<file path="src/rtl/sdram_br_pkg.sv">
/*
 * shared widths, latency and types for the word to beat bridge
 * only BEAT_W = 16 is exercised; 8 elaborates but is not checked
 * BEAT_SHIFT equals log2(BEATS), which matches the byte to beat shift only for 16
 */
package sdram_br_pkg;

	// word bus side
	localparam int WORD_W = 32;

	// memory port side, one beat per transfer
	localparam int BEAT_W = 16;
	localparam int BEATS = WORD_W / BEAT_W;

	// byte address of a word to beat address of its low beat
	localparam int BEAT_SHIFT = $clog2(BEATS);

	// beat index never narrower than one bit
	localparam int IDX_W = (BEATS > 1) ? $clog2(BEATS) : 1;

	// store decodes 2**MEM_AW beats, upper beat address bits alias
	localparam int MEM_AW = 10;

	// edges from beat transfer to beat completion, at least 2
	localparam int ACCESS_CYCLES = 3;

	// bridge controller states
	typedef enum logic [1:0] {
		ST_IDLE = 2'd0,
		ST_BEAT = 2'd1,
		ST_WAIT = 2'd2,
		ST_RESP = 2'd3
	} br_state_e;

	// beat command, same code points as the memory controller port
	typedef enum logic [1:0] {
		CMD_NONE  = 2'd0,
		CMD_WRITE = 2'd1,
		CMD_READ  = 2'd2
	} beat_cmd_e;

	// word request, addr is a byte address, low two bits ignored
	typedef struct packed {
		logic [31:0]       addr;
		logic [WORD_W-1:0] wdata;
		logic              write;
	} word_req_t;

	// word response, write echoes the request kind
	typedef struct packed {
		logic [WORD_W-1:0] rdata;
		logic              write;
	} word_rsp_t;

	// one beat toward the store, addr is a beat address
	typedef struct packed {
		beat_cmd_e         cmd;
		logic [31:0]       addr;
		logic [BEAT_W-1:0] wdata;
	} beat_req_t;

endpackage

</file>
<file path="src/rtl/br_ctrl.sv">
/*
 * bridge FSM, one word in flight at a time
 * req_ready only in idle, so a stalled response also stalls new requests
 * beat_done is taken as the completion of the one outstanding beat
 */
`timescale 1ns/1ps

module br_ctrl (
	input  logic                    clk,
	input  logic                    rst,
	input  logic                    req_valid,
	input  logic                    beat_ready,
	input  logic                    beat_done,
	input  logic                    last,
	input  logic                    rsp_ready,
	input  logic                    write,
	output logic                    req_ready,
	output logic                    beat_valid,
	output logic                    rsp_valid,
	output logic                    load,
	output logic                    shift,
	output logic                    cnt_clear,
	output logic                    cnt_incr,
	output sdram_br_pkg::beat_cmd_e cmd
);

	sdram_br_pkg::br_state_e state;
	sdram_br_pkg::br_state_e state_next;

	always_ff @(posedge clk) begin
		if (rst) begin
			state <= sdram_br_pkg::ST_IDLE;
		end else begin
			state <= state_next;
		end
	end

	always_comb begin
		state_next = state;
		case (state)
			// wait for a word
			sdram_br_pkg::ST_IDLE: if (req_valid) state_next = sdram_br_pkg::ST_BEAT;
			// offer one beat to the store
			sdram_br_pkg::ST_BEAT: if (beat_ready) state_next = sdram_br_pkg::ST_WAIT;
			// beat in the store, last beat ends the word
			sdram_br_pkg::ST_WAIT: begin
				if (beat_done) begin
					state_next = last ? sdram_br_pkg::ST_RESP : sdram_br_pkg::ST_BEAT;
				end
			end
			// hold response until taken
			sdram_br_pkg::ST_RESP: if (rsp_ready) state_next = sdram_br_pkg::ST_IDLE;
			default: state_next = sdram_br_pkg::ST_IDLE;
		endcase
	end

	// handshakes straight from state
	assign req_ready  = (state == sdram_br_pkg::ST_IDLE);
	assign beat_valid = (state == sdram_br_pkg::ST_BEAT);
	assign rsp_valid  = (state == sdram_br_pkg::ST_RESP);

	// capture and counter clear on word accept
	assign load      = req_valid && req_ready;
	assign cnt_clear = load;

	// completed beat advances data path and index together
	assign shift    = (state == sdram_br_pkg::ST_WAIT) && beat_done;
	assign cnt_incr = shift;

	// command only while a beat is offered
	assign cmd = (state != sdram_br_pkg::ST_BEAT) ? sdram_br_pkg::CMD_NONE :
		(write ? sdram_br_pkg::CMD_WRITE : sdram_br_pkg::CMD_READ);

	// a raised word request stays up until the bridge takes it
	a_req_held: assert property (@(posedge clk) disable iff (rst)
		(req_valid && !req_ready) |=> req_valid);

	// store completions only while a beat is outstanding
	a_done_in_wait: assert property (@(posedge clk) disable iff (rst)
		beat_done |-> (state == sdram_br_pkg::ST_WAIT));

endmodule

</file>
<file path="config.mk">
export PLATFORM = sky130hd
export DESIGN_NAME = br_ctrl
export DESIGN_NICKNAME = d
export VERILOG_FILES = /design/src/rtl/sdram_br_pkg.sv /design/src/rtl/br_ctrl.sv
export SDC_FILE = /design/constraint.sdc
export NUM_CORES = 1
export LEC_CHECK = 0
export ABC_AREA = 1
export BUFFER_PORTS_ARGS = -buffer_cell sky130_fd_sc_hd__buf_2
export CAP_MARGIN = 20
export CORE_AREA = 2 2 39 41
export DETAILED_ROUTE_END_ITERATION = 7
export DIE_AREA = 0 0 41 43
export PLACE_DENSITY = 0.47
export SLEW_MARGIN = 5
export SYNTH_ARGS = -nofsm -noshare
export SYNTH_HDL_FRONTEND = slang
export SYNTH_SLANG_ARGS = --single-unit
</file>
<file path="constraint.sdc">
create_clock -name clk -period 0.9 [get_ports clk]
set_input_delay 0.135 -clock clk [delete_from_list [all_inputs] [get_ports clk]]
set_output_delay 0.135 -clock clk [all_outputs]
set_load 0.05 [all_outputs]
</file>
# [Word-level counts from Yosys, hierarchy flattened]
# Index checks and enable logic that the tools add are counted.
[classes] n_eq_ne=8 mux=8 n_reduce_logical=4
[ops] op="$mux 2" n=7
[ops] op="$ne 2x2->1 const B" n=4
[ops] op="$pmux 2 s4" n=1
[ops] op="$eq 2x2->1 const B" n=2
[ops] op="$reduce_and 4->1" n=1
[ops] op="$eq 2x1->1 const B" n=1
[ops] op="$logic_and 1x1->1" n=2
[ops] op="$logic_not 2->1" n=1
[ops] op="$ne 2x1->1 const B" n=1
[totals] input_bits=8 word_cells=21 output_inout_bits=9 register_bits=2

# [Depth between registers and ports, before layout]
[depth] depth_word=3 ltp_mapped=8 ltp_nobuf=7

# [Worst setup path after synthesis]
# Ideal clock, no wire load.
[synth_path] path_kind="reg2out" startpoint="reg state[1]" endpoint="out shift" arrival_ns=1.997 setup_slack_ns=-1.232 path_buffers=1 stages_incl_launch_ff=4 required_time_ns=0.765 path_cell_list="dfxtp_1 inv_2 nor3_1 buf_4"
[synth_between] elab_chain_cells=2
[synth_rtl] element="from (decl)" line="br_ctrl.sv:27" source="sdram_br_pkg::br_state_e state;"
[synth_rtl] element="from (signal assigned)" line="br_ctrl.sv:32" source="state <= sdram_br_pkg::ST_IDLE;"
[synth_rtl] element="from (signal assigned)" line="br_ctrl.sv:34" source="state <= state_next;"
[synth_rtl] element="$eq 2x2->1" line="br_ctrl.sv:67" source="assign shift = (state == sdram_br_pkg::ST_WAIT) && beat_done;"
[synth_rtl] element="$logic_and 1x1->1" line="br_ctrl.sv:67"
[synth_rtl] element="to (decl)" line="br_ctrl.sv:21" source="output logic shift,"
# No other way between the ends.

# [Worst setup path in the final report]
[layout_path] startpoint="reg state[1]" endpoint="out cnt_clear"
[layout_between] elab_chain_cells=2
[layout_rtl] element="$logic_not 2->1" line="br_ctrl.sv:58" source="assign req_ready = (state == sdram_br_pkg::ST_IDLE);"
[layout_rtl] element="$logic_and 1x1->1" line="br_ctrl.sv:63" source="assign load = req_valid && req_ready;"
[layout_rtl] element="to (decl)" line="br_ctrl.sv:22" source="output logic cnt_clear,"
# No other way between the ends.

==> results_dict.tcl <==
set metrics [dict create \
    met3_usage_pct 3.14 \
    setup_viol 11 \
    antenna_found_initial 0 \
    criticalPathCategory "reg2out" \
    grt_max_degree 5 \
    clkPwrFrac_pct 9.0 \
    core_region_area_um2 1380 \
    netlist_area_um2 218 \
    period_minus_slack_ps 1210 \
    synth_fp_nets 45 \
    crit_family "flip-flops" \
    max_freq_mhz 830 \
    cts_max_level 1 \
    yosys-top-cells-area "dfxtp_1 18%, inv_1 16%, nand2_1 10%, nand3_1 9.2%, buf_4 6.9%" \
    regMostFlops "state" \
    cp-start-kind "flip-flop" \
    gr-usage-all-layers_pct 10.5 \
    first_global_vias 307 \
    hold_viol 0 \
    outcome "finished, violations left" \
    end_kind "primary output" \
    max_cap_viol_count 0 \
    p_sw_mw 1.15 \
    comb_power_share_pct 81.3 \
    rsz0062_at_grt "yes" \
    vias 309 \
    fin_ws_ps -305 \
    place.gp.congestion 0.683 \
    drtPass1Iterations 1 \
    diodes 0 \
    ys_ff_latch 2 \
    power.density_nw_per_um2 3890 \
    cts.sinks 2 \
    grt_util_met1_pct 12.2 \
    clock_skew_ps 1.12 \
    globalRouteMet2Util_pct 14.4 \
    num_io_pins 17 \
    clock-root-buffer "clkbuf_4" \
    relSlewSlack_pct 88.0 \
    ir_drop_mv 1.54 \
    nNetsFinal 71 \
    dr.first_iter.drc_count 0 \
    path_cells "buf_6, nor3_4, buf_6" \
    synth_cell_types 14 \
    drc 0 \
    leakage_nw 0.287 \
    largestRegisters "state x2" \
    layout_commonest_cell "buf_6" \
    fp.dieH_um 43 \
    drive_gt1_share_pct 82.0 \
    finalCritPeriodShare_pct 134 \
    p_seq_share_pct 9.7 \
    wire_per_inst_um 9.26 \
    final_antenna_net_count 0 \
    grt_pass1_wl_mm 1.21 \
    crit_top_cell "buf_6" \
    fillers 151 \
    required_ps 760 \
    seqCellArea_um2 47.5 \
    globalRoute.totalOverflow 0 \
    clock_latency_ps 230 \
    top_usage_layer "met2" \
    pre_cts_slack_ps -187 \
    largest_register_ffs 2 \
    portBuffers 16 \
    die_x_um 41 \
    cts.clk_slew.worst_paths_ps 30 \
    crit_slowest_cell "dfxtp_4" \
    yosysTopAreaCell "dfxtp_1" \
    cts_tree "done" \
    syn-instance-count 37 \
    syn_to_final_growth_pct 164 \
    synth.avg_cell_area_um2 5.88 \
    cp_max_fo 4 \
    cp_num_buf_inv 2 \
    p_sw_share_pct 51.2 \
    drv_slew 0 \
    wl_um 713 \
    power.internal_mw 1.09 \
    min_path_type "in2reg" \
    ys_seq_area_share_pct 18.4 \
    crit_arrival_ps 1070 \
    setup_tns_ps -2700 \
    violations "negative setup slack" \
    tightest_slew_ps 179 \
    layout_common_cells "10 x buf_6, 7 x buf_2, 6 x inv_1" \
    power_mw 2.24 \
    die_area_um2 1760 \
    viasPerCell 4.01 \
    rows 14 \
    yosysWarningCount 0 \
    clock_path_buffers 2 \
    multiInputGateArea_um2 195 \
    start_util_pct 15.7 \
    yosys.area.top_type_share_pct 18.4 \
    cts_buffers 3 \
    crit_path_max_incr_delay_ps 340 \
]
## power by group through the flow
stage	Sequential (mW)	Clock, mW	Combinational (mW)
after floorplan	0.185	0	0.985
after global placement	0.178	0	1.24
after detailed placement	0.178	0	1.24
after CTS	0.206	0.204	1.65
after global routing	0.227	0.205	1.93
final	0.217	0.202	1.82
## kinds of logic (layout without fill, tap and decap cells)
| family | Yosys count | in the layout | synth area share, % |
|---|---|---|---|
| AO/OA/AOI/OAI | 1 | 1 | 2.30 |
| buffers and inverters | 13 | 37 | 29.3 |
| AND/OR/NAND/NOR | 21 | 21 | 50.0 |
| flip-flops | 2 | 2 | 18.4 |
## final timing paths
path	startpoint	end	slack, ps	cells past startpoint
setup / recovery	state[1]$_SDFFE_PP0P_	cnt_clear	-310	3
hold reg to reg	state[0]$_SDFFE_PP0P_	state[0]$_SDFFE_PP0P_	670	3
hold / removal	rst	state[0]$_SDFFE_PP0P_	150	4
setup reg to reg	state[0]$_SDFFE_PP0P_	state[0]$_SDFFE_PP0P_	-150	8
## worst min-delay path, delay by kind of cell
kind | cells | cell delay [ps]
simple gates | 2 | 80
buf+inv | 2 | 120
## cell type report
type | count | area share (%)
clock buffers | 3 | 3.92
inverters | 10 | 8.06
multi-input cells | 22 | 34.0
flip-flops and latches | 2 | 8.28
well taps | 16 | 3.49
repair buffers | 24 | 42.3
## per-layer routing
layer	vias up	share of wire, %
met3	2	6.2
met1	138	37
li1	156	-
met5	-	0
met2	13	55
met4	0	1.1
## through the flow
step	cells	cell area, µm²	hold WS [ps]	utilization, %
6_report	77	574	153	41.5
5_1_grt	77	574	199	41.5
4_1_cts	77	527	154	38.1
3_5_place_dp	72	384	398	27.8
3_3_place_gp	72	384	397	27.8
2_1_floorplan	37	273	290	-
## cell usage after synthesis
cell type	n
nand2_2	2
dfxtp_1	2
inv_2	1
nor3_1	2
buf_6	1
nor2_2	1
nor2_4	1
buf_4	2
nand2_1	6
inv_1	9
a21oi_1	1
nor2_1	4
nand3_1	4
nand3b_2	1
## what timing repair did
action,in CTS,in global routing
hold buffers,0,0
pin swaps,5,4
gates cloned,0,0
resized for setup,30,14
setup buffers,2,0
endpoints found under the hold margin,0,0
setup endpoints to repair,11,11
No activity file was read; power rests on OpenSTA's default activity.
