File: src/rtl/sdram_br_pkg.sv
/*
 * shared widths, latency and types for the word to beat bridge
 * only BEAT_W = 16 is exercised; 8 elaborates but is not checked
 * BEAT_SHIFT equals log2(BEATS), which matches the byte to beat shift only for 16
 */
package sdram_br_pkg;

	// word bus side
	localparam int WORD_W = 32;

	// memory port side, one beat per transfer
	localparam int BEAT_W = 16;
	localparam int BEATS = WORD_W / BEAT_W;

	// byte address of a word to beat address of its low beat
	localparam int BEAT_SHIFT = $clog2(BEATS);

	// beat index never narrower than one bit
	localparam int IDX_W = (BEATS > 1) ? $clog2(BEATS) : 1;

	// store decodes 2**MEM_AW beats, upper beat address bits alias
	localparam int MEM_AW = 10;

	// edges from beat transfer to beat completion, at least 2
	localparam int ACCESS_CYCLES = 3;

	// bridge controller states
	typedef enum logic [1:0] {
		ST_IDLE = 2'd0,
		ST_BEAT = 2'd1,
		ST_WAIT = 2'd2,
		ST_RESP = 2'd3
	} br_state_e;

	// beat command, same code points as the memory controller port
	typedef enum logic [1:0] {
		CMD_NONE  = 2'd0,
		CMD_WRITE = 2'd1,
		CMD_READ  = 2'd2
	} beat_cmd_e;

	// word request, addr is a byte address, low two bits ignored
	typedef struct packed {
		logic [31:0]       addr;
		logic [WORD_W-1:0] wdata;
		logic              write;
	} word_req_t;

	// word response, write echoes the request kind
	typedef struct packed {
		logic [WORD_W-1:0] rdata;
		logic              write;
	} word_rsp_t;

	// one beat toward the store, addr is a beat address
	typedef struct packed {
		beat_cmd_e         cmd;
		logic [31:0]       addr;
		logic [BEAT_W-1:0] wdata;
	} beat_req_t;

endpackage

File: src/rtl/beat_shifter.sv
/*
 * beat address generation and word serialize / assemble, low beat first
 * addr[1:0] ignored, misaligned requests are flagged, not handled
 * rdata of a write response reads as zero
 */
`timescale 1ns/1ps

module beat_shifter (
	input  logic                            clk,
	input  logic                            rst,
	input  logic                            load,
	input  logic                            shift,
	input  sdram_br_pkg::word_req_t         req,
	input  logic [sdram_br_pkg::IDX_W-1:0]  idx,
	input  logic [sdram_br_pkg::BEAT_W-1:0] beat_rdata,
	output logic                            write,
	output logic [31:0]                     beat_addr,
	output logic [sdram_br_pkg::BEAT_W-1:0] beat_wdata,
	output sdram_br_pkg::word_rsp_t         rsp
);

	// word aligned byte address
	logic [31:0] aligned_addr;
	// beat address of the low beat
	logic [31:0] base_q;
	logic [sdram_br_pkg::WORD_W-1:0] wdata_q;
	logic [sdram_br_pkg::WORD_W-1:0] rdata_q;

	assign aligned_addr = {req.addr[31:2], 2'b00};

	// request kind is control, everything else is payload
	always_ff @(posedge clk) begin
		if (rst) begin
			write <= 1'b0;
		end else if (load) begin
			write <= req.write;
		end
	end

	always_ff @(posedge clk) begin
		if (load) begin
			base_q  <= aligned_addr >> sdram_br_pkg::BEAT_SHIFT;
			wdata_q <= req.wdata;
			rdata_q <= '0;
		end else if (shift) begin
			// next write beat drops into the low bits
			wdata_q <= wdata_q >> sdram_br_pkg::BEAT_W;
			// read beat enters at the top, first beat ends lowest
			if (!write) begin
				rdata_q <= {beat_rdata,
					rdata_q[sdram_br_pkg::WORD_W-1:sdram_br_pkg::BEAT_W]};
			end
		end
	end

	// low beat at the base address, then upward
	assign beat_addr  = base_q + {{(32 - sdram_br_pkg::IDX_W){1'b0}}, idx};
	assign beat_wdata = wdata_q[sdram_br_pkg::BEAT_W-1:0];

	assign rsp = '{rdata: rdata_q, write: write};

	// word bus convention, byte address is 32-bit aligned
	a_aligned: assert property (@(posedge clk) disable iff (rst)
		load |-> (req.addr[1:0] == 2'b00));

endmodule

File: config.mk
export PLATFORM = sky130hd
export DESIGN_NAME = beat_shifter
export DESIGN_NICKNAME = d
export VERILOG_FILES = /design/src/rtl/sdram_br_pkg.sv /design/src/rtl/beat_shifter.sv
export SDC_FILE = /design/constraint.sdc
export NUM_CORES = 1
export LEC_CHECK = 0
export ABC_CLOCK_PERIOD_IN_PS = 1900
export BUFFER_PORTS_ARGS = -buffer_cell sky130_fd_sc_hd__buf_2
export CAP_MARGIN = 25
export CORE_MARGIN = 2
export CORE_UTILIZATION = 48
export CTS_BUF_LIST = sky130_fd_sc_hd__clkbuf_8
export CTS_CLUSTER_SIZE = 30
export DETAILED_ROUTE_END_ITERATION = 10
export PLACE_DENSITY = 0.91
export SLEW_MARGIN = 20
export SYNTH_ARGS = -nofsm -noshare
export SYNTH_HDL_FRONTEND = slang
export SYNTH_SLANG_ARGS = --single-unit
File: constraint.sdc
create_clock -name clk -period 1.9 [get_ports clk]
set_clock_uncertainty 0.2 [all_clocks]
set_input_delay 0 -clock clk [delete_from_list [all_inputs] [get_ports clk]]
set_output_delay 0 -clock clk [all_outputs]
set_load 0.02 [all_outputs]
# --- Yosys cells after proc, flatten, opt, wreduce, memory -nomap -nowiden ---
# Index checks and enable logic that the tools add are counted.
# Widths: inputs -> output; s select.
totals:
  regBits: 95
  input_bits: 86
  output_inout_bits: 82
classes:
  n_addsub: 1
  muxes: 2
  bitwise_logic: 1
  reduce_logical: 2
ops:
  columns: ["operator", "count"]
  rows:
  - ["$mux 32", 2]
  - ["$add 31x1->32", 1]
  - ["$reduce_and 2->1", 1]
  - ["$reduce_bool 2->1", 1]
  - ["$not 1->1", 1]

# --- Depth between registers and ports, before layout ---
depth:
  word_depth: 2
  ltp_mapped: 5
  ltp_nobuf: 2

# --- Least setup slack after synthesis ---
# Ideal clock, no wire load.
synth_path:
  kind: "input-to-reg"
  startpoint: "input load"
  endpoint: "register wdata_q[0] (netlist bit), enable pin"
  setup_ns: 0.329
  arrival_ns: 0.872
  required_ns: 1.371
  setup_slack_ns: 0.498
  cell_stages: 4
  n_path_buf: 3
  path_cell_list: "buf_6 > buf_6 > buf_6 > or2_2"
synth_via:
  elab_chain_cells: 1
synth_lines:
  columns: ["item", "line_no", "text"]
  rows:
  - ["start, declared", "beat_shifter.sv:11", "input logic load,"]
  - ["$reduce_bool 2->1 (no line)", null, null]
  - ["end signal, assigned", "beat_shifter.sv:43", "wdata_q <= req.wdata;"]
  - ["end signal, assigned", "beat_shifter.sv:47", "wdata_q <= wdata_q >> sdram_br_pkg::BEAT_W;"]
  - ["end, declared", "beat_shifter.sv:26", "logic [sdram_br_pkg::WORD_W-1:0] wdata_q;"]
# No other way between the ends.
# A chain may end at the register's enable or synchronous reset.

# --- Worst setup path in the final report ---
layout_path:
  startpoint: "register write"
  endpoint: "register rdata_q[22] (netlist bit)"
layout_via:
  elab_chain_cells: 2
layout_lines:
  columns: ["item", "line_no", "text"]
  rows:
  - ["start, declared", "beat_shifter.sv:16", "output logic write,"]
  - ["start signal, assigned", "beat_shifter.sv:36", "write <= req.write;"]
  - ["$not 1->1 (no line)", null, null]
  - ["$reduce_and 2->1 (no line)", null, null]
  - ["end signal, assigned", "beat_shifter.sv:50", "rdata_q <= {beat_rdata,"]
  - ["end, declared", "beat_shifter.sv:27", "logic [sdram_br_pkg::WORD_W-1:0] rdata_q;"]
# No other way between the ends.

==> flow_summary.yaml <==
place:
  routabilityCongestion: 0.6869
  io_buffers: 162
  dp_hpwl_um: 5306
cts:
  cts_sinks: 95
  clk_pin_slew_ns: 0.10
  postCtsSetupBuffers: 0
  cts_buffer_depth: 2
  numCtsBuffers: 9
  clock_latency_ns: 0.35
  h-tree-depth: 3
  cts_tree: "built"
  clockRootBuffer: "clkbuf_8"
final_layout:
  nets: 574
  final_layout_size_suffix_gt1_share_pct: 41.18
  postLayoutCoreUtil_pct: 73.93
  area_growth_pct: 51.86
  antenna_cells: 0
pwr:
  leakage_uw: 0.002433
  fin_total_pwr_uw: 4509
  vdd_ir_drop_max_mv: 0.4137
  p_per_area_mw_per_mm2: 801.7
critical_path:
  end_kind: "flop"
  critPathRequiredTime_ns: 1.92
  startpoint: "write"
  path_cells: "nand4bb_1 -> dlygate4sd3_1 -> o21ai_1"
  crit_arrival_ns: 1.74
  critPathLaunchType: "flop"
  cp_max_fo: 21
  worst_path_max_delay_cell: "dlygate4sd3_1"
  r2r_slack_ns: 0.18
  worst-r2r-cell-count: 3
  criticalPathCategory: "flop to flop"
  crit_path_end: "rdata_q[22]"
  regToRegEndpoint: "rdata_q[22]"
  crit_path_max_incr_delay_ns: 0.57
  r2r-start: "write"
timing:
  fmax_mhz: 582.7
  period_needed_ns: 1.716
  hold_viol: 0
  maxSlewViolCount: 0
  finalSetupViolCount: 0
  fin_hold_ws_ns: 0.1260
  timing.slew.headroom_pct: 62.52
  fin_setup_tns_ns: 0
  rsz0062_at_grt: "false"
  tightest_slew_ns: 0.5622
  min_period_over_period_pct: 90.33
floorplan:
  fp.dieH_um: 91.84
  ioPinCount: 168
  core_mm2: 0.007607
  start_util_pct: 48.68
  std_cell_rows: 32
  dieArea_mm2: 0.008435
  dieWidth_um: 91.84
synth:
  synth-simple-area-share_pct: 13.68
  yosysSeqAreaShare_pct: 68.11
  ys_async_sr_fraction_pct: 0
  synthTopCellsByCount: "edfxtp_1 (62), dfxtp_1 (33), nand2b_1 (33)"
  ys_seq_elements: 95
  synth-edff-count: 62
  synth_fa_ha_area_share_pct: 0
  ys_top_cells_by_area: "edfxtp_1 (50%), dfxtp_1 (18%), nand2b_1 (5.6%)"
  synth_top_family_by_area: "simple AND/OR/NAND/NOR gates"
  synth_top_cell_by_area: "edfxtp_1"
  syn_area_mm2: 0.003704
  syn-num-nets: 332
  synth-main-ff-cell: "edfxtp_1"
  synth_warnings: 0
  yosysTopAreaCellShare_pct: 50.27
  synth_mux_area_share_pct: 9.459
  synth_cell_types: 18
  yosysMostFrequentCell: "edfxtp_1"
  avgSynthCellArea_um2: 15.06
  synth_compound_area_share_pct: 2.162
  synth_xor_area_share_pct: 0
  synth_cells: 246
global_route:
  grt_usage_pct: 23.48
  antenna_found_initial: 0
  grt_pass1_vias: 2999
  grt-ovfl-total: 0
  grt_max_degree: 62
  grt_first_pass_wirelength_um: 15240
min_path:
  hp-class: "primary input to flop"
drt:
  post_drt_wl_per_cell_um: 16.51
  dr_total_vias: 2824
  drc: 0
  dr.pass1.iters: 4
  routed_via_density: 4.746
  drt_iter0_drc: 129
  ant_nets: 0
  drt_wl_total_um: 9822
flow_run:
  cap_viol_max_count: 0
run_status:
  status: "finished clean"
## sequential cells by signal, summed over array words and instances, names as in the netlist
register,count
wdata_q,32
rdata_q,32
base_q,30
write,1
## cell usage in the layout, fill, tap and decap left out
cell type | Yosys | routed
buf_12 | 0 | 1
buf_2 | 2 | 161
o21ai_1 | 16 | 16
or4bb_1 | 4 | 4
and2b_4 | 1 | 1
inv_4 | 0 | 3
dfxtp_2 | 0 | 1
mux2i_1 | 17 | 17
edfxtp_1 | 62 | 62
nor2_1 | 1 | 1
conb_1 | 1 | 1
nand4bb_1 | 12 | 12
dfxtp_1 | 33 | 32
and2_1 | 16 | 16
inv_8 | 0 | 1
nand2b_1 | 33 | 33
inv_6 | 0 | 1
or2_2 | 1 | 1
mux2_2 | 16 | 16
bufinv_16 | 0 | 1
buf_4 | 20 | 6
clkbuf_8 | 0 | 9
dlygate4sd3_1 | 0 | 96
clkinvlp_4 | 0 | 1
## logic make-up (layout without fill, tap and decap cells)
family          after synthesis  after routing
buf+inv                      33            280
other cells                   1              1
compound gates               16             16
mux                          33             33
simple gates                 68             68
flops                        95             95
## where the power goes
group / total (µW) / internal, µW / switching [µW]
Clock: 1340 / 625 / 718
Combinational: 738 / 364 / 374
Sequential: 2430 / 2370 / 58.8
## cell type report
type | count | area, µm²
clock buffer | 9 | 123.9
clock inverter | 7 | 76.32
fill | 485 | 1983
multi-input combinational | 118 | 940.9
sequential | 95 | 2524
tap | 102 | 127.6
timing repair buffer | 264 | 1832
## through the flow
step	instance area [µm²]	worst slack, ns	instances
floorplan	3704	0.4985	246
global placement	4462	0.4048	483
detailed placement	4462	0.3462	483
CTS	5623	0.06002	595
global route	5624	0.1113	595
finish	5624	0.1838	595
## critical path, delay by kind of cell, from the launching register on
| family | cells | cell delay [ns] |
|---|---|---|
| AND/OR/NAND/NOR | 1 | 0.20 |
| buffers and inverters | 1 | 0.57 |
| flip-flops | 1 | 0.55 |
| AO/OA/AOI/OAI | 1 | 0.07 |
## how the worst min path moves through the flow
stage,startpoint,endpoint,slack (ns),depth (start not counted)
global placement,idx,beat_addr[0],-0.20,0
detailed placement,idx,beat_addr[0],-0.20,0
floorplan,rst,write,-0.13,1
CTS,load,rdata_q[12],0.10,3
finish,load,wdata_q[27],0.13,2
global route,load,wdata_q[24],0.13,2
## what timing repair did
item | CTS | global route
gates resized for setup | 0 | 1
hold buffers | 96 | 0
endpoints found under the hold margin | 82 | 0
setup endpoints to repair | 0 | 13
## per-layer routing
metal | track usage, % | wire length, µm | up-vias | share of wire (%)
met5 | 0 | 0 | - | 0
met4 | 9.080 | 212 | 0 | 2.2
met3 | 6.409 | 726 | 23 | 7.4
met2 | 42.10 | 5033 | 142 | 51
met1 | 26.58 | 3850 | 1311 | 39
li1 | - | - | 1348 | -
Power figures use the tool's default switching activity.
